[src/common/dcache_settings.svh]
`ifndef DCACHE_SETTINGS_SVH
`define DCACHE_SETTINGS_SVH

// ====================================================================
// Cache geometry
// ====================================================================
`define DC_XLEN        32   // Word and address width
`define DC_LINE_WORDS  8    // Words per line
`define DC_N_WAYS      4    // Associativity
`define DC_N_SETS      16   // Kept small so evictions come early
`define DC_BYTE_BITS   2    // Byte offset within a word

// Derived field widths
`define DC_WORD_BITS   $clog2(`DC_LINE_WORDS)
`define DC_SET_BITS    $clog2(`DC_N_SETS)
`define DC_WAY_BITS    $clog2(`DC_N_WAYS)

// Address field positions
// tag | set | word | byte
`define DC_SET_LSB     (`DC_BYTE_BITS + `DC_WORD_BITS)
`define DC_TAG_LSB     (`DC_SET_LSB + `DC_SET_BITS)
`define DC_TAG_BITS    (`DC_XLEN - `DC_TAG_LSB)

// Whole line as one vector
`define DC_LINE_BITS   (`DC_XLEN * `DC_LINE_WORDS)

`endif

[src/common/dcache_pkg.sv]
`default_nettype none

`include "dcache_settings.svh"

package dcache_pkg;

    // ====================================================================
    // Vector types
    // ====================================================================
    typedef logic [`DC_XLEN-1:0]        word_t;      // One processor word
    typedef logic [`DC_XLEN-1:0]        addr_t;      // Byte address
    typedef word_t [`DC_LINE_WORDS-1:0] line_t;      // Word 0 in the low bits
    typedef logic [`DC_TAG_BITS-1:0]    tag_t;
    typedef logic [`DC_SET_BITS-1:0]    set_idx_t;
    typedef logic [`DC_WAY_BITS-1:0]    way_idx_t;
    typedef logic [`DC_WORD_BITS-1:0]   word_off_t;  // Word within a line
    typedef logic [`DC_XLEN/8-1:0]      byte_en_t;

    // ====================================================================
    // Request bundles
    // ====================================================================
    // Processor request, one word
    typedef struct packed {
        logic     we;     // 1 for store
        byte_en_t be;     // Bytes written on a store
        addr_t    addr;
        word_t    wdata;
    } cpu_req_t;

    // Memory request, one whole line
    typedef struct packed {
        logic  we;        // 1 for write-back
        addr_t addr;      // Line aligned
        line_t wdata;     // Victim line on write-back
    } mem_req_t;

    // Controller states
    typedef enum logic [2:0] {
        IDLE,
        LOOKUP,
        WRITE_BACK,
        REFILL,
        REFILL_DONE
    } dc_state_e;

endpackage

`default_nettype wire

[src/logic/sram_1rw.sv]
`timescale 1ns/100ps
`default_nettype none

module sram_1rw #(
    parameter int WIDTH = 32,     // Bits per entry
    parameter int DEPTH = 16      // Entries
) (
    input  wire                     clk_i,
    input  wire                     we_i,
    input  wire [$clog2(DEPTH)-1:0] addr_i,
    input  wire [WIDTH-1:0]         data_i,
    output logic [WIDTH-1:0]        data_o
);

    logic [WIDTH-1:0] mem [DEPTH];

    // Single port, read returns old contents on a write
    always_ff @(posedge clk_i)
    begin
        if (we_i)
            mem[addr_i] <= data_i;
        data_o <= mem[addr_i];   // Registered read
    end

endmodule

`default_nettype wire

[src/dcache/dcache_tag_store.sv]
`timescale 1ns/100ps
`default_nettype none

`include "dcache_settings.svh"

module dcache_tag_store (
    input  wire                       clk_i,
    input  wire                       rst_i,
    input  wire dcache_pkg::set_idx_t lookup_set_i,
    input  wire dcache_pkg::tag_t     req_tag_i,
    input  wire                       fill_en_i,         // Refill completes
    input  wire                       mark_dirty_en_i,   // Store hit
    input  wire                       write_is_store_i,
    input  wire dcache_pkg::way_idx_t way_i,
    output logic                      hit_o,
    output dcache_pkg::way_idx_t      hit_way_o,
    output dcache_pkg::way_idx_t      victim_way_o,
    output logic                      victim_dirty_o,
    output dcache_pkg::tag_t          victim_tag_o
);
    import dcache_pkg::*;

    // Bookkeeping bits per set and way
    logic [`DC_N_SETS-1:0][`DC_N_WAYS-1:0] valid_q;
    logic [`DC_N_SETS-1:0][`DC_N_WAYS-1:0] dirty_q;
    way_idx_t [`DC_N_SETS-1:0]             fifo_q;   // Next way to replace

    tag_t                  tag_rd [`DC_N_WAYS];
    logic [`DC_N_WAYS-1:0] way_hit;

    // ====================================================================
    // Tag RAMs and compare
    // ====================================================================
    for (genvar w = 0; w < `DC_N_WAYS; w++)
    begin : g_way
        sram_1rw #(
            .WIDTH (`DC_TAG_BITS),
            .DEPTH (`DC_N_SETS)
        ) i_tag_ram (
            .clk_i  (clk_i),
            .we_i   (fill_en_i && (way_i == way_idx_t'(w))),   // Tag only on refill
            .addr_i (lookup_set_i),
            .data_i (req_tag_i),
            .data_o (tag_rd[w])
        );

        assign way_hit[w] = valid_q[lookup_set_i][w] && (tag_rd[w] == req_tag_i);
    end

    assign hit_o = |way_hit;

    // At most one way matches
    always_comb
    begin
        hit_way_o = '0;
        for (int w = 0; w < `DC_N_WAYS; w++)
        begin
            if (way_hit[w])
                hit_way_o = way_idx_t'(w);
        end
    end

    // FIFO victim of the looked-up set
    assign victim_way_o   = fifo_q[lookup_set_i];
    assign victim_dirty_o = dirty_q[lookup_set_i][victim_way_o];
    assign victim_tag_o   = tag_rd[victim_way_o];

    // ====================================================================
    // Valid, dirty and FIFO pointers
    // ====================================================================
    always_ff @(posedge clk_i)
    begin
        if (rst_i)
        begin
            valid_q <= '0;
            dirty_q <= '0;
            fifo_q  <= '0;
        end
        else if (fill_en_i)
        begin
            valid_q[lookup_set_i][way_i] <= 1'b1;
            dirty_q[lookup_set_i][way_i] <= write_is_store_i;   // Write miss merged in
            fifo_q[lookup_set_i]         <= fifo_q[lookup_set_i] + 1'b1;
        end
        else if (mark_dirty_en_i)
            dirty_q[lookup_set_i][way_i] <= 1'b1;
    end

endmodule

`default_nettype wire

[config.mk]
export PLATFORM = sky130hd
export DESIGN_NAME = dcache_tag_store
export DESIGN_NICKNAME = d
export VERILOG_FILES = /design/src/common/dcache_pkg.sv /design/src/logic/sram_1rw.sv /design/src/dcache/dcache_tag_store.sv
export VERILOG_INCLUDE_DIRS = /design/src /design/src/common
export SDC_FILE = /design/constraint.sdc
export NUM_CORES = 2
export LEC_CHECK = 0
export ABC_AREA = 1
export BUFFER_PORTS_ARGS = -buffer_cell sky130_fd_sc_hd__buf_2
export CORE_ASPECT_RATIO = 1.75
export CORE_MARGIN = 3
export CORE_UTILIZATION = 33
export CTS_CLUSTER_SIZE = 20
export DETAILED_ROUTE_END_ITERATION = 6
export PLACE_DENSITY = 0.55
export SYNTH_ARGS = -nofsm -noshare
export SYNTH_HDL_FRONTEND = slang
export SYNTH_SLANG_ARGS = --single-unit
export TNS_END_PERCENT = 20
[constraint.sdc]
create_clock -name clk_i -period 5.5 [get_ports clk_i]
set_input_delay 1.1 -clock clk_i [delete_from_list [all_inputs] [get_ports clk_i]]
set_output_delay 1.1 -clock clk_i [all_outputs]
set_load 0.01 [all_outputs]
# Word level (Yosys, flattened, before mapping)

Memory sizes are Yosys's and may differ from the RTL's. A register that Yosys moved wholly into a read port is not among the register bits.
Cells that the tools add are included.

Register bits after elaboration: 160
RAM bits: 1472
Bits of input ports: 34
Output and inout bits: 29
Word-level logic and storage cells: 114
Memories kept: 4

Memories:

| name                   | words | bits a word | read ports | clocked after Yosys merged registers in | write ports | RTL line       | RTL |
|---|---|---|---|---|---|---|---|
| g_way[0].i_tag_ram.mem | 16    | 23          | 1          | 1                                       | 1           | sram_1rw.sv:15 | `logic [WIDTH-1:0] mem [DEPTH];` |
| g_way[1].i_tag_ram.mem | 16    | 23          | 1          | 1                                       | 1           | sram_1rw.sv:15 |  |
| g_way[2].i_tag_ram.mem | 16    | 23          | 1          | 1                                       | 1           | sram_1rw.sv:15 |  |
| g_way[3].i_tag_ram.mem | 16    | 23          | 1          | 1                                       | 1           | sram_1rw.sv:15 |  |

$add $sub $neg: 1
Order comparisons: 6
Eq/ne operators: 7
Muxes and demuxes: 32
Bitwise logic cells: 3
Reductions and logical operators: 13

Operators with widths:

| kind                | count |
|---|---|
| $mux 64             | 2 |
| $or 64x64->64       | 2 |
| $eq 23x23->1        | 4 |
| $bwmux 64           | 1 |
| $bmux 23 s2         | 1 |
| $mux 23             | 2 |
| $bmux 4 s4          | 2 |
| $bwmux 32           | 1 |
| $demux 4 s4         | 1 |
| $mux 4              | 3 |
| $mux 1              | 11 |
| $logic_and 1x1->1   | 10 |
| $bmux 2 s4          | 1 |
| $demux 2 s4         | 1 |
| $mux 2              | 4 |
| $lt 2x3->1 const B  | 2 |
| $lt 4x5->1 const B  | 1 |
| $eq 2x2->1 const B  | 2 |
| $ge 4x1->1 const B  | 1 |
| $reduce_or 4->1     | 1 |
| $ge 3x3->1 const B  | 1 |
| $not 2->3           | 1 |
| $add 2x1->2 const B | 1 |
| $bmux 1 s2          | 1 |
| 5 further kinds     | 5 |

# Depth between registers and ports, before layout

Word-level depth: 9
Gate-level depth with buffers: 15
Gate-level depth less buffers: 13

# Hierarchy

From an unflattened synthesis, not the netlist that was laid out.

Cells, all modules: 7859
Area, all modules: 74027.2 sq um

By module, submodules not included:

| module           | times used | cells an instance | area each (sq um) | sequential area each (sq um) |
|---|---|---|---|---|
| sram_1rw         | 4          | 1527              | 15910.3           | 11511.0 |
| dcache_tag_store | 1          | 1751              | 10386.2           | 3203.1 |

# Worst setup path after synthesis

No wires, ideal clock.

Kind: input-to-output
Start: input port lookup_set_i[0]
End: output port hit_o
Arrival: 2.285 ns
Required time: 4.400 ns
Slack: 2.115 ns
Cell stages on the path: 13
Cell sequence: buf_6 buf_12 nand2_4 buf_4 nor2_1 nor2_1 nand2_1 nand2_1 nand2_1 nor2_1 nor2_1 nor2_1 nand2_1

Cells in the longest elaborated chain, start to end: 4
Elaborated cells on any way between the ends: 7
Classes of those cells: 2 x mux; 5 x reduce/logical

RTL lines:

| item                             | RTL line               | RTL |
|---|---|---|
| start: declaration               | dcache_tag_store.sv:9  | `input wire dcache_pkg::set_idx_t lookup_set_i,` |
| $bmux 4 s4 (*)                   | dcache_tag_store.sv:47 | `assign way_hit[w] = valid_q[lookup_set_i][w] && (tag_rd[w] == req_tag_i);` |
| $mux 4 (not written as such) (*) | dcache_tag_store.sv:47 |  |
| $logic_and 1x1->1                | dcache_tag_store.sv:47 |  |
| $reduce_or 4->1 (*)              | dcache_tag_store.sv:50 | `assign hit_o = \|way_hit;` |
| end: declaration                 | dcache_tag_store.sv:15 | `output logic hit_o,` |

Mark *: on every way between the ends. The rest lies on a longest branch, timed or not. The select of a mux whose other input is x is not followed.

# Final worst setup path

Start: input port lookup_set_i[3]
End: output port victim_tag_o[7]

Cells in the longest elaborated chain, start to end: 6

RTL lines:

| item                                       | RTL line               | RTL |
|---|---|---|
| $bmux 2 s4                                 | dcache_tag_store.sv:64 | `assign victim_way_o = fifo_q[lookup_set_i];` |
| $mux 2 (not written as such)               | dcache_tag_store.sv:64 |  |
| $not 2->3 (not written as such)            | dcache_tag_store.sv:66 | `assign victim_tag_o = tag_rd[victim_way_o];` |
| $bmux 23 s2                                | dcache_tag_store.sv:66 |  |
| $mux 23 (not written as such) (2 in a row) | dcache_tag_store.sv:66 |  |
| end: declaration                           | dcache_tag_store.sv:19 | `output dcache_pkg::tag_t victim_tag_o` |

Every way passes these cells. The select of a mux whose other input is x is not followed.

==> reports/summary.md <==
## Finish
- final standard cell area without fillers: 0.07470 mm^2
- commonest non-fill, non-tap cell in the layout: sky130_fd_sc_hd__edfxtp_1
- area added between synthesis and finish: 13.13%
- number of nets at the end of the flow: 5033
- ratio of cells with drive above 1 in the final layout: 10.99%
- highest-count cells in the layout ignoring fill and taps: sky130_fd_sc_hd__edfxtp_1 (1472), sky130_fd_sc_hd__nand2_1 (1170), sky130_fd_sc_hd__a22oi_1 (736), sky130_fd_sc_hd__dfxtp_1 (252), sky130_fd_sc_hd__nor2_1 (216)
- fill cell instance count of the final layout: 18890
- number of cells in the finished layout apart from fillers: 7736

## Worst setup path
- data arrival time of the critical path: 3.48 ns
- highest net fanout along the worst path: 33
- WS Path Type: input port to output pin
- cell chain of the critical path: buf_2 > inv_2 > nand2_4 > inv_4 > nand2_1 > nand2_2 > inv_2 > nand2_2 > nor2_4 > nand2_1 > nand3_1 > buf_2
- setup slack of the most critical reg-to-reg path: 3.18 ns
- Crit path largest cell delay: 0.59 ns
- slowest stage cell on the critical path: sky130_fd_sc_hd__nor2_4
- Bufs and invs on worst path: 5
- Worst setup SP type: input port
- Worst EP required: 4.40 ns
- critical path's top delay family: simple AND/OR/NAND/NOR gates
- type of destination of the critical path: output pin

## GRT
- initial antenna violation count: 15
- maximum number of pins on one net before global-route repair: 158
- global routing usage summed across all routing layers: 19.96%
- first-pass GRT wire length: 298100 um
- number of global-route vias before repair: 41410
- remaining global-route overflow: 0

## Flow run
- Maximum Capacitance Violations: 0

## Logic synthesis
- share of synthesized area occupied by flip-flops and latches: 74.58%
- Yosys top cell by area: sky130_fd_sc_hd__edfxtp_1
- combinational family with the most area after synthesis: simple AND/OR/NAND/NOR gates
- post-synth top area share: 66.94%
- area share of and/or/nand/nor cells after synthesis: 10.68%
- cell types occupying the most area after synthesis: sky130_fd_sc_hd__edfxtp_1 (67%), sky130_fd_sc_hd__a22oi_1 (8.4%), sky130_fd_sc_hd__dfxtp_1 (7.6%), sky130_fd_sc_hd__nand2_1 (6.7%), sky130_fd_sc_hd__nor2_1 (1.4%)
- post-synthesis cell count: 4906
- Synth async-reset ratio: 0%
- share of the synthesized netlist area taken by xor and xnor gates: 1.101%
- nets in the synthesized netlist: 4940
- Avg Cell Area, Syn: 13.46 um^2
- Syn Std Cell Area: 0.06603 mm^2
- Synth Warn #: 0
- Yosys cell types: 37
- prevailing post-synth register cell: sky130_fd_sc_hd__edfxtp_1
- #FFs+latches synth: 1724
- number of synthesized flops with an enable pin: 1472
- multiplexer fraction of the synthesized cell area: 0%
- area fraction in compound gates after synthesis: 10.46%
- adder and majority gate portion of the synthesized area: 0%

## Timing
- total count of max-transition violations in the final report: 0
- part of the cycle the worst path needs: 83.22%
- Peak Freq: 218.5 MHz
- # setup viols final: 0
- number of hold violations in the final report: 0
- post-route minimum period: 4.577 ns
- setup repair after global routing missed its margin: false
- final worst clock skew: 0.04875 ns
- setup tns final: 0 ns
- transition time at the pin with the least slew margin: 1.224 ns
- Worst slew margin: 18.22%

## Route
- overall via count from detail_route: 41710
- per-cell routed wire length: 27.11 um
- Iter 0 DRT Violations: 4320
- post-route ant nets: 0
- final wirelength: 209700 um
- total DRC errors in the routed layout: 0
- First-pass DRT Iterations: 6
- routed via count divided by cell count: 5.392

## CTS
- number of hold buffers added after cts: 0
- count of H-tree levels built during CTS: 4
- Post-CTS Setup Repair Bufs: 0
- deepest clock path buffer count: 4
- clock root cell: sky130_fd_sc_hd__clkbuf_16
- worst-skew pair later-pin latency: 0.80 ns
- clock sink count: 1724
- number of resized instances in the post-cts repair step: 0
- clock transition time at the flip-flop clock pins of the worst setup and hold paths: 0.06 ns
- CTS Buf Count: 156
- clock tree from TritonCTS: done

## Floorplanning
- core region area: 0.1984 mm^2
- ports placed on the boundary: 63
- floorplan die height: 597.7 um
- number of rows created at floorplan: 216
- Die Area: 0.2057 mm^2
- starting density of the core: 33.29%
- overall die width: 344.1 um

## Min path
- worst hold path class: register to register

## Power
- power density over the cells: 363.0 mW/mm^2
- Leak Pwr: 25.62 nW
- sequential cell fraction of total power: 53.6%
- fraction of power consumed by combinational cells: 5.7%
- Peak VDD IR: 0.0002049 V
- proportion of total power due to net switching: 22.50%
- clock group share of total power: 40.7%
- total internal power: 21.02 mW
- Net Switching: 6.103 mW

## Place
- number of placed instances, taps included: 7457
- # port buffers: 62
- routability-driven placement congestion ratio: 0.8757
- Post-Place Cell Area: 0.06959 mm^2
- HPWL after detailed placement: 121100 um

## Status
- result of the run: completed

-- stage by stage --
stage / total power, mW / setup slack (ns) / hold slack, ns / utilization [%]
2_1_floorplan: 15.52 / 2.115 / 0.4308 / -
3_3_place_gp: 16.34 / 0.9725 / 0.4438 / 35.08
3_5_place_dp: 16.35 / 0.9925 / 0.4509 / 35.08
4_1_cts: 27.27 / 0.9780 / 0.4613 / 37.65
5_1_grt: 27.82 / 0.7766 / 0.4814 / 37.66
6_report: 27.12 / 0.9231 / 0.4614 / 37.66
-- cell families (layout without fill, tap and decap cells) --
group                     Yosys count  count (layout)
AOI/OAI and AO/OA                 951             951
xor gates and xnor gates           83              83
buffers and inverters             468             678
DFF                              1724            1724
other                               0               4
and+or+nand+nor                  1680            1680
-- power by group through the flow --
stage	registers (mW)	logic, mW	clock network, mW
6_report	14.5	1.54	11.1
5_1_grt	14.5	1.65	11.6
4_1_cts	14.5	1.53	11.2
3_5_place_dp	14.8	1.53	0
3_3_place_gp	14.8	1.51	0
2_1_floorplan	14.7	0.834	0
-- area by class of cell --
type | instances | area, um^2 | share of cell area [%]
clock buffers | 210 | 4372 | 5.852
repair buffers | 219 | 1554 | 2.080
well taps | 2616 | 3273 | 4.382
clock inverters | 65 | 723.2 | 0.9681
multi-input cells | 2714 | 14810 | 19.82
flip-flops and latches | 1724 | 49250 | 65.93
inverters | 184 | 713.2 | 0.9547
diodes | 4 | 10.01 | 0.01340
-- worst min-delay path: stages (launching register included) --
cell and delay (ns):
sky130_fd_sc_hd__dfxtp_1 0.30, sky130_fd_sc_hd__inv_1 0.06, sky130_fd_sc_hd__a21oi_1 0.06
-- flip-flops by register name, indices dropped and copies added (netlist names) --
name and flops:
valid_q 64, dirty_q 64, g_way.i_tag_ram.mem 1472, fifo_q 32, g_way.i_tag_ram.data_o 92
-- path summary, 6_finish.rpt --
path / start / endpoint / depth (start not counted)
setup reg to reg: fifo_q[22]$_SDFFE_PP0P_ / fifo_q[17]$_SDFFE_PP0P_ / 13
hold / removal: valid_q[4]$_SDFFE_PP0P_ / valid_q[4]$_SDFFE_PP0P_ / 2
setup / recovery: lookup_set_i[3] / victim_tag_o[7] / 12
hold reg to reg: valid_q[4]$_SDFFE_PP0P_ / valid_q[4]$_SDFFE_PP0P_ / 2
-- cells in the mapped netlist (39+ instances only) --
cell and count:
sky130_fd_sc_hd__edfxtp_1 1472, sky130_fd_sc_hd__nand2_1 1170, sky130_fd_sc_hd__a22oi_1 736, sky130_fd_sc_hd__dfxtp_1 252, sky130_fd_sc_hd__nor2_1 241, sky130_fd_sc_hd__buf_2 174, sky130_fd_sc_hd__inv_1 169, sky130_fd_sc_hd__nand4_1 103
sky130_fd_sc_hd__nand3_1 93, sky130_fd_sc_hd__clkbuf_1 77, sky130_fd_sc_hd__a21oi_1 69, sky130_fd_sc_hd__xor2_1 61, sky130_fd_sc_hd__o21ai_0 49, sky130_fd_sc_hd__a211oi_1 39
-- metal layers --
| layer | vias up | share of wire (%) | global-route usage, % |
|---|---|---|---|
| li1 | 18210 | - | - |
| met1 | 21320 | 37 | 24.07 |
| met2 | 1695 | 51 | 34.99 |
| met3 | 465 | 6.5 | 2.692 |
| met4 | 18 | 5.4 | 9.643 |
| met5 | - | 0.052 | 0 |
Power figures use the tool's default switching activity.
