--- config.mk ---
export PLATFORM = sky130hd
export DESIGN_NAME = dcache_ctrl
export DESIGN_NICKNAME = d
export VERILOG_FILES = /design/src/common/dcache_pkg.sv /design/src/dcache/dcache_ctrl.sv
export VERILOG_INCLUDE_DIRS = /design/src /design/src/common
export SDC_FILE = /design/constraint.sdc
export NUM_CORES = 1
export LEC_CHECK = 0
export ABC_AREA = 1
export BUFFER_PORTS_ARGS = -buffer_cell sky130_fd_sc_hd__buf_4
export CAP_MARGIN = 25
export CORE_AREA = 3 3 306 308
export CTS_BUF_LIST = sky130_fd_sc_hd__clkbuf_8
export DETAILED_ROUTE_END_ITERATION = 16
export DIE_AREA = 0 0 309 311
export GPL_TIMING_DRIVEN = 1
export PLACE_DENSITY = 0.36
export REMOVE_ABC_BUFFERS = 1
export SYNTH_ARGS = -nofsm -noshare
export SYNTH_HDL_FRONTEND = slang
export SYNTH_SLANG_ARGS = --single-unit
--- constraint.sdc ---
create_clock -name clk_i -period 10.55 [get_ports clk_i]
set_input_delay 1.5825 -clock clk_i [delete_from_list [all_inputs] [get_ports clk_i]]
set_output_delay 1.5825 -clock clk_i [all_outputs]
set_load 0.02 [all_outputs]
--- src/common/dcache_settings.svh ---
`ifndef DCACHE_SETTINGS_SVH
`define DCACHE_SETTINGS_SVH

// ====================================================================
// Cache geometry
// ====================================================================
`define DC_XLEN        32   // Word and address width
`define DC_LINE_WORDS  8    // Words per line
`define DC_N_WAYS      4    // Associativity
`define DC_N_SETS      16   // Kept small so evictions come early
`define DC_BYTE_BITS   2    // Byte offset within a word

// Derived field widths
`define DC_WORD_BITS   $clog2(`DC_LINE_WORDS)
`define DC_SET_BITS    $clog2(`DC_N_SETS)
`define DC_WAY_BITS    $clog2(`DC_N_WAYS)

// Address field positions
// tag | set | word | byte
`define DC_SET_LSB     (`DC_BYTE_BITS + `DC_WORD_BITS)
`define DC_TAG_LSB     (`DC_SET_LSB + `DC_SET_BITS)
`define DC_TAG_BITS    (`DC_XLEN - `DC_TAG_LSB)

// Whole line as one vector
`define DC_LINE_BITS   (`DC_XLEN * `DC_LINE_WORDS)

`endif

--- src/common/dcache_pkg.sv ---
`default_nettype none

`include "dcache_settings.svh"

package dcache_pkg;

    // ====================================================================
    // Vector types
    // ====================================================================
    typedef logic [`DC_XLEN-1:0]        word_t;      // One processor word
    typedef logic [`DC_XLEN-1:0]        addr_t;      // Byte address
    typedef word_t [`DC_LINE_WORDS-1:0] line_t;      // Word 0 in the low bits
    typedef logic [`DC_TAG_BITS-1:0]    tag_t;
    typedef logic [`DC_SET_BITS-1:0]    set_idx_t;
    typedef logic [`DC_WAY_BITS-1:0]    way_idx_t;
    typedef logic [`DC_WORD_BITS-1:0]   word_off_t;  // Word within a line
    typedef logic [`DC_XLEN/8-1:0]      byte_en_t;

    // ====================================================================
    // Request bundles
    // ====================================================================
    // Processor request, one word
    typedef struct packed {
        logic     we;     // 1 for store
        byte_en_t be;     // Bytes written on a store
        addr_t    addr;
        word_t    wdata;
    } cpu_req_t;

    // Memory request, one whole line
    typedef struct packed {
        logic  we;        // 1 for write-back
        addr_t addr;      // Line aligned
        line_t wdata;     // Victim line on write-back
    } mem_req_t;

    // Controller states
    typedef enum logic [2:0] {
        IDLE,
        LOOKUP,
        WRITE_BACK,
        REFILL,
        REFILL_DONE
    } dc_state_e;

endpackage

`default_nettype wire

--- src/dcache/dcache_ctrl.sv ---
`timescale 1ns/100ps
`default_nettype none

`include "dcache_settings.svh"

module dcache_ctrl (
    input  wire                       clk_i,
    input  wire                       rst_i,
    // Processor side
    input  wire                       p_strobe_i,
    input  wire dcache_pkg::cpu_req_t p_req_i,
    output logic                      p_ready_o,
    output dcache_pkg::word_t         p_rdata_o,
    // Memory side
    output logic                      m_strobe_o,
    output dcache_pkg::mem_req_t      m_req_o,
    input  wire                       m_ready_i,
    // From tag store
    input  wire                       hit_i,
    input  wire dcache_pkg::way_idx_t hit_way_i,
    input  wire dcache_pkg::way_idx_t victim_way_i,
    input  wire                       victim_dirty_i,
    input  wire dcache_pkg::tag_t     victim_tag_i,
    // From data store
    input  wire dcache_pkg::line_t    victim_line_i,
    input  wire dcache_pkg::word_t    rdata_i,
    // To storage
    output dcache_pkg::cpu_req_t      req_o,
    output dcache_pkg::set_idx_t      lookup_set_o,
    output dcache_pkg::way_idx_t      way_o,
    output logic                      hit_write_en_o,
    output logic                      fill_en_o,
    output logic                      capture_en_o
);
    import dcache_pkg::*;

    dc_state_e state_q;
    dc_state_e state_d;
    cpu_req_t  req_q;          // Held for the whole request
    mem_req_t  m_req_q;
    mem_req_t  wb_req;         // Victim write-back
    mem_req_t  rf_req;         // Line refill
    logic      m_strobe_q;
    logic      lookup_hit;

    // ====================================================================
    // FSM
    // ====================================================================
    assign lookup_hit = (state_q == LOOKUP) && hit_i;

    always_comb
    begin
        state_d = state_q;
        case (state_q)
            IDLE:
                if (p_strobe_i)
                    state_d = LOOKUP;
            LOOKUP:
                if (hit_i)
                    state_d = IDLE;
                else if (victim_dirty_i)
                    state_d = WRITE_BACK;    // Dirty victim goes out first
                else
                    state_d = REFILL;
            WRITE_BACK:
                if (m_ready_i)
                    state_d = REFILL;
            REFILL:
                if (m_ready_i)
                    state_d = REFILL_DONE;
            REFILL_DONE:
                state_d = IDLE;              // Line written this cycle
            default:
                state_d = IDLE;
        endcase
    end

    always_ff @(posedge clk_i)
    begin
        if (rst_i)
            state_q <= IDLE;
        else
            state_q <= state_d;
    end

    // Request captured once, on the accepted strobe
    always_ff @(posedge clk_i)
    begin
        if (state_q == IDLE && p_strobe_i)
            req_q <= p_req_i;
    end

    // Incoming set while idle so RAMs are read at the strobe edge
    assign lookup_set_o = (state_q == IDLE) ? p_req_i.addr[`DC_TAG_LSB-1:`DC_SET_LSB]
                                            : req_q.addr[`DC_TAG_LSB-1:`DC_SET_LSB];

    assign way_o          = lookup_hit ? hit_way_i : victim_way_i;
    assign hit_write_en_o = lookup_hit && req_q.we;
    assign fill_en_o      = (state_q == REFILL_DONE);
    assign capture_en_o   = (state_q == REFILL) && m_ready_i;
    assign req_o          = req_q;

    // ====================================================================
    // Processor response
    // ====================================================================
    assign p_ready_o = lookup_hit || (state_q == REFILL_DONE);
    assign p_rdata_o = (p_ready_o && !req_q.we) ? rdata_i : '0;   // Zero for stores

    // ====================================================================
    // Memory request
    // ====================================================================
    always_comb
    begin
        wb_req.we    = 1'b1;
        wb_req.addr  = {victim_tag_i, req_q.addr[`DC_TAG_LSB-1:`DC_SET_LSB],
                        {`DC_SET_LSB{1'b0}}};
        wb_req.wdata = victim_line_i;
        rf_req.we    = 1'b0;
        rf_req.addr  = {req_q.addr[`DC_XLEN-1:`DC_SET_LSB], {`DC_SET_LSB{1'b0}}};
        rf_req.wdata = '0;
    end

    // Held steady while the strobe is up
    always_ff @(posedge clk_i)
    begin
        if (state_q == LOOKUP && !hit_i)
            m_req_q <= victim_dirty_i ? wb_req : rf_req;
        else if (state_q == WRITE_BACK && m_ready_i)
            m_req_q <= rf_req;               // Refill follows write-back
    end

    // Strobe drops the cycle after ready, refill strobe one cycle later
    always_ff @(posedge clk_i)
    begin
        if (rst_i)
            m_strobe_q <= 1'b0;
        else
        begin
            case (state_q)
                LOOKUP:     m_strobe_q <= !hit_i;
                WRITE_BACK: m_strobe_q <= !m_ready_i;
                REFILL:     m_strobe_q <= !m_ready_i;
                default:    m_strobe_q <= 1'b0;
            endcase
        end
    end

    assign m_strobe_o = m_strobe_q;
    assign m_req_o    = m_req_q;

endmodule

`default_nettype wire

# ---- Word-level counts from Yosys, hierarchy flattened
# Cells that the tools add are included.
dict set report totals {
  register_bits 362
  input_bits 390
  out_inout_bits 401
  word_cells 51
}
dict set report op_classes {
  n_eq_ne 7
  muxes 13
  reduce_logical 15
}
# operator n
set ops {}
lappend ops {{289-bit two-way mux} 3}
lappend ops {{32-bit two-way mux} 1}
lappend ops {{3-bit case mux with 4 select lines} 1}
lappend ops {{3-bit two-way mux} 3}
lappend ops {{1-bit logical AND} 7}
lappend ops {{3-bit by 2-bit equality test with 1-bit output, second input constant} 2}
lappend ops {{2-bit != test, second input constant} 3}
lappend ops {{2-bit two-way mux} 2}
lappend ops {{4-bit two-way mux} 1}
lappend ops {{3-bit by 1-bit equality test with 1-bit output, second input constant} 1}
lappend ops {{3-bit equality test, second input constant} 1}
lappend ops {{1-bit logical NOT} 3}
lappend ops {{3-bit logical NOT} 1}
lappend ops {{3-bit AND reduction} 1}
lappend ops {{1-bit case mux with 2 select lines} 1}
lappend ops {{2-bit nonzero test} 1}
lappend ops {{2-bit OR reduction} 1}
lappend ops {{1-bit logical OR} 1}
lappend ops {{1-bit two-way mux} 1}

# ---- Longest topological paths before layout
# Gate-level depths: netlist of run 1.
dict set report logic_depth {
  ltp_word 5
  ltp_mapped 7
  ltp_nobuf 7
}

# ---- Worst setup path after synthesis of run 1
# Ideal clock, no wire load.
dict set report synth_timing {
  kind {input -> register}
  start {input port hit_i}
  end {register m_req_q, in the netlist m_req_o[0], enable pin}
  setup_time_ns 2.147
  arrival_time_ns 6.309
  t_required_ns 8.403
  path_slack_ns 2.094
  cell_stages 3
  n_path_buf 0
  path_cell_list {inv_1 > nand3_1 > nand2_1}
}
dict set report synth_between {
  elab_chain_len 3
}
# element line
set synth_lines {}
lappend synth_lines {{from (decl)} dcache_ctrl.sv:19} ;# input wire hit_i,
lappend synth_lines {{1-bit logical NOT} dcache_ctrl.sv:126} ;# if (state_q == LOOKUP && !hit_i)
lappend synth_lines {{1-bit logical AND} dcache_ctrl.sv:126}
lappend synth_lines {{2-bit nonzero test (no line)} -}
lappend synth_lines {{to (signal assigned)} dcache_ctrl.sv:127} ;# m_req_q <= victim_dirty_i ? wb_req : rf_req;
lappend synth_lines {{to (signal assigned)} dcache_ctrl.sv:129} ;# m_req_q <= rf_req;
lappend synth_lines {{to (decl)} dcache_ctrl.sv:40} ;# mem_req_t m_req_q;
# Every way passes these cells.
# A chain may end at the register's enable or synchronous reset.

# ---- Final worst setup path of run 1
dict set report layout_timing {
  start {input port hit_i}
  end {output port p_rdata_o[22]}
}
dict set report layout_between {
  elab_chain_len 4
}
# element line
set layout_lines {}
lappend layout_lines {{1-bit logical AND} dcache_ctrl.sv:49} ;# assign lookup_hit = (state_q == LOOKUP) && hit_i;
lappend layout_lines {{1-bit logical OR} dcache_ctrl.sv:106} ;# assign p_ready_o = lookup_hit || (state_q == REFILL_DONE);
lappend layout_lines {{1-bit logical AND} dcache_ctrl.sv:107} ;# assign p_rdata_o = (p_ready_o && !req_q.we) ? rdata_i : '0;
lappend layout_lines {{32-bit two-way mux} dcache_ctrl.sv:107}
lappend layout_lines {{to (decl)} dcache_ctrl.sv:13} ;# output dcache_pkg::word_t p_rdata_o,
# Every way passes these cells.

==> flow_metrics.py, run 1 <==
metrics = {
    "timing": {
        "maxSlewViolCount": 0,
        "post-route-min-period_ps": 4290,
        "max_slew.worst_pin.slew_ps": 1090,
        "slew_headroom_pct": 27.3,
        "rsz0062_at_grt": "false",
        "fmax_mhz": 233,
        "hold_ws_ps": 542,
        "setup_viol": 0,
        "final_hold_viol_count": 0,
        "fin_crit_sh_pct": 40.6,
        "fin_skew_ps": 25.8,
    },
    "placed_design": {
        "dpl.hpwl_microns": 45800,
        "gp_congestion": 0.847,
        "port_buffers": 785,
        "place_inst": 3046,
    },
    "finish": {
        "fill_cells": 9794,
        "final_layout_size_suffix_gt1_share_pct": 55.0,
        "fin_cells": 3184,
        "nets": 2327,
        "area_growth_pct": 53.9,
    },
    "grt": {
        "gr-total-overflow": 0,
        "grt_usage_pct": 11.8,
        "first_global_vias": 12038,
        "antenna_found_initial": 4,
        "grt_max_degree": 142,
        "grt_pass1_wl_microns": 82200,
    },
    "routing": {
        "drt-total-wl_microns": 58400,
        "drtAntennaViolNets": 0,
        "drt-initial-drc-count": 383,
        "dr_total_vias": 10914,
        "vias_per_cell": 3.43,
        "drc": 0,
        "wl_per_cell_microns": 18.4,
        "drt_first_pass_iters": 4,
    },
    "die": {
        "die_area_sq_mm": 0.0961,
        "num_rows": 111,
        "start_util_pct": 16.9,
        "die_h_microns": 311,
        "io-pin-count": 791,
        "die_w_microns": 309,
        "design.core.area_sq_mm": 0.0914,
    },
    "synthesis": {
        "synth.yosys.seq_area_share_pct": 69.1,
        "ys_types": 20,
        "synth_top_cells_by_area": "edfxtp_1 (69%), nor2_4 (15%), inv_1 (7.3%)",
        "syn-cell-area_sq_mm": 0.0155,
        "synth.top_cell.area_share_pct": 68.5,
        "yosys.area.top_type": "edfxtp_1",
        "syn_avg_cell_area_sq_um": 14.0,
        "postSynthCellCount": 1103,
        "yosysWarnings": 0,
        "synth_seq_cells": 357,
    },
    "outcome": {
        "status": "finished clean",
    },
    "setup_path": {
        "worstPathRequired_ps": 8970,
        "critical_path_class": "primary input to primary output",
        "start_kind": "primary input",
        "crit_fanout": 32,
        "crit_path_end_kind": "primary output",
        "worstPathArrival_ps": 2710,
    },
    "cts": {
        "clk_path_buf_depth": 3,
        "cts_setup_buffers": 0,
        "cts.htree.levels": 3,
        "hold_buffers": 0,
        "clk_pin_slew_ps": 50,
        "cts_tree": "built",
        "cts_resized": 0,
        "numCtsBuffers": 75,
        "clk_latency_ps": 690,
        "cts-root-buf": "clkbuf_8",
        "cts_sinks": 357,
    },
    "power": {
        "ir_drop_mv": 0.0881,
        "p_per_area_mw_per_mm2": 163,
        "power_leakage_nw": 10.7,
        "finalPower_mw": 3.87,
    },
    "flow_run": {
        "drv_cap": 0,
    },
    "hold_path": {
        "hold_class": "flop to flop",
    },
}
==> synthesized netlist by cell type <==
master      n
inv_2       1
nand3_2     1
o21ai_0     3
inv_1     299
nor2_4    201
buf_6       6
dfxtp_1     4
buf_12     22
nand4_2     1
a21oi_1     1
conb_1      1
nor2_1     97
buf_2       6
nand2_1    89
o21ai_2     1
nor3_1      1
nand2_2     1
nand3_1     8
edfxtp_1  353
buf_4       7
==> flip-flops by register name, summed over array words and instances, names as in the netlist <==
signal / flops
m_req_o: 284
req_o: 69
state_q: 3
m_strobe_o: 1
==> per-stage QoR <==
step	utilization, %	setup slack (ps)	area (sq um)	TNS (ps)
2_1_floorplan	-	-5210	14900	-851280
3_3_place_gp	24.5	6120	22400	0
3_5_place_dp	24.5	6050	22400	0
4_1_cts	26.0	6240	23800	0
5_1_grt	26.0	6110	23800	0
6_report	26.0	6260	23800	0
==> layout by cell type (no fill, tap or decap) <==
master      Yosys  final
buf_4           7    791
edfxtp_1      353    353
inv_1         299    321
nor2_4        201    202
nor2_1         97     96
nand2_1        89     88
clkbuf_8        0     75
clkinv_1        0     17
clkinv_2        0      9
nand3_1         8      8
conb_1          1      5
diode_2         0      4
clkinvlp_4      0      4
dfxtp_1         4      4
o21ai_0         3      3
bufinv_16       0      3
buf_12         22      3
inv_8           0      2
nand4_4         0      1
inv_2           1      1
nand3_2         1      1
o21ai_2         1      1
nand2_2         1      1
nand2_4         0      1
nor3_1          1      1
a21oi_1         1      1
clkinv_8        0      1
inv_6           0      1
==> power by group <==
| group | internal [mW] | switching (mW) |
|---|---|---|
| Clock | 0.742 | 0.665 |
| Combinational | 0.275 | 0.434 |
| Sequential | 1.71 | 0.0416 |
==> kinds of logic (layout without fill, tap and decap cells) <==
family                 Yosys count  count (layout)  synth area share [%]
flip-flops                     357             357                  69.1
other                            1               9                0.0242
buffers and inverters          341            1228                  11.1
AND/OR/NAND/NOR                399             399                  19.6
AO/OA/AOI/OAI                    5               5                 0.186
==> critical path: stages <==
cell and delay [ps]:
buf_4 100, nand3_2 130, o21ai_2 120, nand2_2 340
nor2_1 240, buf_4 170
==> area by class of cell <==
type | count | area [sq um] | area share [%]
Antenna cell | 4 | 10.0 | 0.0421
Inverter | 300 | 1130 | 4.73
Clock buffer | 75 | 1030 | 4.34
Sequential cell | 357 | 10700 | 44.9
Tap cell | 1186 | 1480 | 6.24
Multi-Input combinational cell | 409 | 3110 | 13.1
Clock inverter | 59 | 359 | 1.51
Timing Repair Buffer | 794 | 6000 | 25.2
==> per-layer routing <==
metal / vias up / GRT usage (%) / share of wire [%]
met5: - / 0 / 0.022
met4: 2 / 3.83 / 2.7
li1: 5070 / - / -
met1: 5217 / 11.3 / 33
met2: 534 / 21.8 / 53
met3: 91 / 5.85 / 11
==> worst paths after layout <==
kind                            slack [ps]                         end  cells after the start               startpoint
worst max register to register        7100  m_req_o[175]$_SDFFCE_PN0P_                      5  state_q[0]$_SDFFE_PP0P_
worst max-delay path                  6260               p_rdata_o[22]                      6                    hit_i
worst min-delay path                   540      m_req_o[263]$_DFFE_PP_                      0      req_o[39]$_DFFE_PP_
worst min register to register         540      m_req_o[263]$_DFFE_PP_                      0      req_o[39]$_DFFE_PP_
No activity file was read; power rests on OpenSTA's default activity.
==> run 2, diff against run 1 <==
--- a/config.mk
+++ b/config.mk
@@ -14,7 +14,7 @@
 export DETAILED_ROUTE_END_ITERATION = 16
 export DIE_AREA = 0 0 309 311
 export GPL_TIMING_DRIVEN = 1
-export PLACE_DENSITY = 0.36
+export PLACE_DENSITY = 0.37
 export REMOVE_ABC_BUFFERS = 1
 export SYNTH_ARGS = -nofsm -noshare
 export SYNTH_HDL_FRONTEND = slang
==> constraint.sdc (replaced) <==
create_clock -name clk_i -period 3.8 [get_ports clk_i]
set_input_delay 0.57 -clock clk_i [delete_from_list [all_inputs] [get_ports clk_i]]
set_output_delay 0.57 -clock clk_i [all_outputs]
set_load 0.02 [all_outputs]
==> flow_metrics.py, run 2 (same netlist as run 1, synthesis figures left out) <==
metrics = {
    "grt": {
        "grt_pass1_wl_microns": 82100,
        "grt_max_degree": 79,
        "antenna_found_initial": 4,
        "first_global_vias": 12167,
        "gr-total-overflow": 0,
        "grt_usage_pct": 11.7,
    },
    "finish": {
        "final_layout_size_suffix_gt1_share_pct": 53.4,
        "fin_cells": 3260,
        "finalCoreUtilization_pct": 26.9,
        "area_growth_pct": 59.2,
        "multi_input_area_sq_mm": 0.00311,
        "fill_cells": 9644,
        "final_common_cell": "buf_4",
        "final_cell_mix": "buf_4 (798), edfxtp_1 (353), inv_1 (323)",
        "nets": 2412,
        "largest_reg_flops": 284,
        "regArea_sq_mm": 0.0107,
    },
    "routing": {
        "drtAntennaViolNets": 0,
        "drc": 0,
        "wl_per_cell_microns": 17.7,
        "vias_per_cell": 3.40,
        "drt-total-wl_microns": 57900,
        "drt_first_pass_iters": 4,
        "drt-initial-drc-count": 462,
        "met2_length_microns": 30500,
        "wl_met3_microns": 6440,
        "dr_total_vias": 11070,
        "dr.max_layer_used": "met5",
        "wl_met1_microns": 19500,
    },
    "timing": {
        "fin_crit_sh_pct": 76.2,
        "fmax_mhz": 345,
        "final_hold_viol_count": 0,
        "fin_skew_ps": 20.8,
        "maxSlewViolCount": 0,
        "max_slew.worst_pin.slew_ps": 783,
        "post-route-min-period_ps": 2900,
        "rsz0062_at_grt": "false",
        "slew_headroom_pct": 47.8,
        "setup_viol": 0,
    },
    "cts": {
        "clk_pin_slew_ps": 60,
        "cts-root-buf": "clkbuf_8",
        "numCtsBuffers": 74,
        "cts_tree": "built",
        "cts.htree.levels": 3,
        "cts_resized": 0,
        "clk_path_buf_depth": 3,
        "clk_latency_ps": 670,
        "cts_sinks": 357,
    },
    "setup_path": {
        "worstPathRequired_ps": 3230,
        "r2r_setup_slack_ps": 1460,
        "rr_endpoint": "m_req_o[63]$_SDFFCE_PN0P_",
        "reg2regPathDepth": 5,
        "max_stage_delay_ps": 370,
        "crit_fanout": 32,
        "critical_path_class": "flop to primary output",
        "crit_path_end_kind": "primary output",
        "worstPathArrival_ps": 2330,
        "r2r-start": "state_q[0]$_SDFFE_PP0P_",
        "worst_path_max_delay_cell": "dfxtp_1",
        "start_kind": "flop",
        "worstPathCellList": "nor2_4 -> nand3_2 -> o21ai_2 -> nand2_2 -> nor2_1 -> buf_4",
    },
    "hold_path": {
        "hold_depth": 3,
        "whs_endpoint": "m_req_o[274]$_DFFE_PP_",
        "hold_class": "primary input to flop",
        "holdCritStartpoint": "victim_tag_i[9]",
    },
    "placed_design": {
        "place_inst": 3062,
        "port_buffers": 785,
        "gp_congestion": 0.837,
        "dpl.hpwl_microns": 45000,
    },
    "outcome": {
        "status": "finished clean",
    },
    "power": {
        "p_per_area_mw_per_mm2": 432,
        "power_leakage_nw": 11.0,
        "ir_drop_mv": 0.291,
    },
    "die": {
        "start_util_pct": 16.9,
        "io-pin-count": 791,
        "die_h_microns": 311,
        "die_area_sq_mm": 0.0961,
        "num_rows": 111,
        "die_w_microns": 309,
        "design.core.area_sq_mm": 0.0914,
    },
    "flow_run": {
        "drv_cap": 0,
    },
}
## run 2: worst max path at each step
stage                            start                          to  slack, ps  cells after the start
3_3_place_gp                     hit_i      m_req_o[271]$_DFFE_PP_       1340                      6
3_5_place_dp                     hit_i      m_req_o[271]$_DFFE_PP_       1330                      6
6_report       state_q[2]$_SDFFE_PP0P_               p_rdata_o[30]        900                      6
2_1_floorplan                    hit_i  m_req_o[288]$_SDFFCE_PN0P_     -10950                      3
5_1_grt        state_q[2]$_SDFFE_PP0P_                p_rdata_o[6]        590                      6
4_1_cts        state_q[2]$_SDFFE_PP0P_               p_rdata_o[30]        740                      6
## run 2: critical path, delay by kind of cell, from the launching register on
kind / cells / cell delay, ps
AND/OR/NAND/NOR: 4 / 960
flip-flops: 1 / 370
buffers and inverters: 1 / 170
AO/OA/AOI/OAI: 1 / 150
## run 2: routing by layer
layer,track usage [%],vias up
met1,11.4,5235
met3,5.90,85
met4,3.39,2
met2,21.4,514
met5,0,-
li1,-,5234
## run 2: layout make-up
| class | count | area share (%) |
|---|---|---|
| diodes | 5 | 0.0508 |
| clock buffers | 74 | 4.14 |
| clock inverters | 49 | 1.06 |
| inverters | 300 | 4.57 |
| multi-input cells | 409 | 12.6 |
| flip-flops and latches | 357 | 43.4 |
| well taps | 1186 | 6.03 |
| repair buffers | 880 | 28.2 |
## run 2: where the power goes
| group | internal, mW | switching (mW) |
|---|---|---|
| Sequential | 4.75 | 0.116 |
| Combinational | 0.845 | 1.23 |
| Clock | 1.88 | 1.82 |
## run 2: timing repair
item,in CTS,in global routing
setup endpoints to repair,0,0
hold buffers,70,0
setup buffers,0,0
hold endpoints to repair,71,0
## run 2: metrics by stage
| stage | setup TNS [ps] | cell area [sq um] | power (mW) | setup WS [ps] | hold slack (ps) |
|---|---|---|---|---|---|
| floorplan | -3519920 | 14900 | 6.28 | -10950 | 526 |
| global placement | 0 | 22600 | 7.01 | 1340 | 487 |
| detailed placement | 0 | 22600 | 7.02 | 1330 | 472 |
| CTS | 0 | 24600 | 10.9 | 741 | 30.5 |
| global route | 0 | 24600 | 11.2 | 589 | 44.5 |
| finish | 0 | 24600 | 10.6 | 904 | 154 |
==> run 3, diff against run 2 <==
==> constraint.sdc (replaced) <==
create_clock -name clk_i -period 2.3 [get_ports clk_i]
set_input_delay 0.345 -clock clk_i [delete_from_list [all_inputs] [get_ports clk_i]]
set_output_delay 0.345 -clock clk_i [all_outputs]
set_load 0.02 [all_outputs]
==> flow_metrics.py, run 3 (same netlist as run 1, synthesis figures left out) <==
metrics = {
    "outcome": {
        "status": "finished clean",
    },
    "routing": {
        "dr_total_vias": 12345,
        "vias_per_cell": 3.45,
        "drt-total-wl_microns": 60200,
        "drc": 0,
        "drt-initial-drc-count": 432,
        "wl_per_cell_microns": 16.9,
        "drtAntennaViolNets": 0,
        "drt_first_pass_iters": 4,
    },
    "cts": {
        "cts_sinks": 357,
        "cts-root-buf": "clkbuf_8",
        "clk_latency_ps": 670,
        "cts.htree.levels": 3,
        "clk_pin_slew_ps": 60,
        "cts_tree": "built",
        "clk_path_buf_depth": 3,
        "numCtsBuffers": 73,
    },
    "die": {
        "die_area_sq_mm": 0.0961,
        "die_w_microns": 309,
        "die_h_microns": 311,
        "num_rows": 111,
        "start_util_pct": 16.9,
        "design.core.area_sq_mm": 0.0914,
        "io-pin-count": 791,
    },
    "power": {
        "clock_power_share_pct": 34.6,
        "seqPwrFrac_pct": 43.5,
        "power_leakage_nw": 12.4,
        "power.share.switching_pct": 29.5,
        "p_sw_mw": 5.45,
        "p_per_area_mw_per_mm2": 658,
        "p_int_mw": 13.0,
        "p_comb_share_pct": 21.9,
        "ir_drop_mv": 0.466,
        "finalPower_mw": 18.5,
    },
    "timing": {
        "fin_skew_ps": 23.4,
        "rsz0062_at_grt": "true",
        "fin_crit_sh_pct": 96.4,
        "final_hold_viol_count": 0,
        "setup_viol": 0,
        "setup-tns-final_ps": 0,
        "maxSlewViolCount": 0,
        "finalWorstSetupSlack_ps": 83.8,
        "hold_ws_ps": 124,
        "post-route-min-period_ps": 2220,
        "fmax_mhz": 451,
    },
    "placed_design": {
        "dpl.hpwl_microns": 45400,
        "dp_slack_ps": 410,
        "place_inst": 3076,
        "gp_congestion": 0.876,
        "port_buffers": 785,
    },
    "setup_path": {
        "critical_path_class": "flop to primary output",
        "worstPathArrival_ps": 1870,
        "start_kind": "flop",
        "crit_path_end_kind": "primary output",
        "crit_fanout": 8,
        "worstPathRequired_ps": 1960,
    },
    "finish": {
        "final_layout_size_suffix_gt1_share_pct": 49.3,
        "fin_cells": 3575,
        "regArea_sq_mm": 0.0107,
        "nets": 2719,
        "area_growth_pct": 81.6,
        "fill_cells": 9441,
        "multi_input_area_sq_mm": 0.00335,
        "final_cell_mix": "buf_4 (797), edfxtp_1 (353), dlygate4sd3_1 (350)",
        "final_common_cell": "buf_4",
        "largest_reg_flops": 284,
    },
    "hold_path": {
        "hold_class": "primary input to flop",
    },
    "grt": {
        "grt_usage_pct": 12.1,
        "antenna_found_initial": 5,
        "first_global_vias": 13722,
        "gr-total-overflow": 0,
        "grt_max_degree": 56,
        "grt_pass1_wl_microns": 86700,
    },
    "flow_run": {
        "drv_cap": 0,
    },
}
run 3: cell count changes in the layout (fill, tap and decap cells not counted), sizes merged:
cell         change
nand2            +3
clkinvlp         +1
inv              -8
dlygate4sd3    +280
clkbuf           +1
bufinv           +2
buf             +25
clkinv          +11
run 3: repair_timing:
item,in CTS,in global routing
cloned,3,0
endpoints found under the setup margin,37,37
hold buffers,350,0
gates resized for setup,61,26
hold endpoints to repair,351,0
pin swaps,8,5
buffers inserted,10,1
run 3: power by group through the flow:
stage,Combinational [mW],Sequential [mW],Clock [mW]
floorplan,1.38,9.00,0
global placement,3.48,8.17,0
detailed placement,3.48,8.17,0
CTS,4.13,8.05,6.76
global route,4.33,8.09,7.03
finish,4.05,8.04,6.40
run 3: cell type report:
class	instances	area share [%]
sequential	357	38.0
clock buffer	75	3.68
tap	1186	5.28
antenna	5	0.0445
clock inverter	55	1.13
inverter	300	4.02
timing repair buffer	1185	35.9
multi-input combinational	412	11.9
run 3: final timing paths:
| check | slack (ps) | cells after the start | to | startpoint |
|---|---|---|---|---|
| max | 80 | 7 | p_rdata_o[12] | state_q[2]$_SDFFE_PP0P_ |
| max reg2reg | 220 | 9 | m_req_o[236]$_SDFFCE_PN0P_ | state_q[2]$_SDFFE_PP0P_ |
| min | 120 | 6 | state_q[0]$_SDFFE_PP0P_ | hit_i |
| min reg2reg | 510 | 0 | m_req_o[262]$_DFFE_PP_ | req_o[38]$_DFFE_PP_ |
run 3: critical path: stages (launching register included):
cell and delay, ps:
dfxtp_2 350, nor2_4 150, nand3_4 100, o21ai_4 70, buf_12 170, nand2_8 120, nor2_4 120, buf_6 120
run 3: per-layer routing:
layer  GRT usage [%]  part of all wire (%)  up-vias
li1                -                     -     5867
met1            12.3                    36     5834
met2            22.6                    53      548
met3            4.81                   9.2       96
met4            3.55                   2.5        0
met5               0                     0        -
run 3: per-stage QoR:
step	area, sq um	utilization [%]
after floorplan	14900	-
after global placement	22800	24.9
after detailed placement	22800	24.9
after CTS	28000	30.6
after global routing	28100	30.7
final	28100	30.7
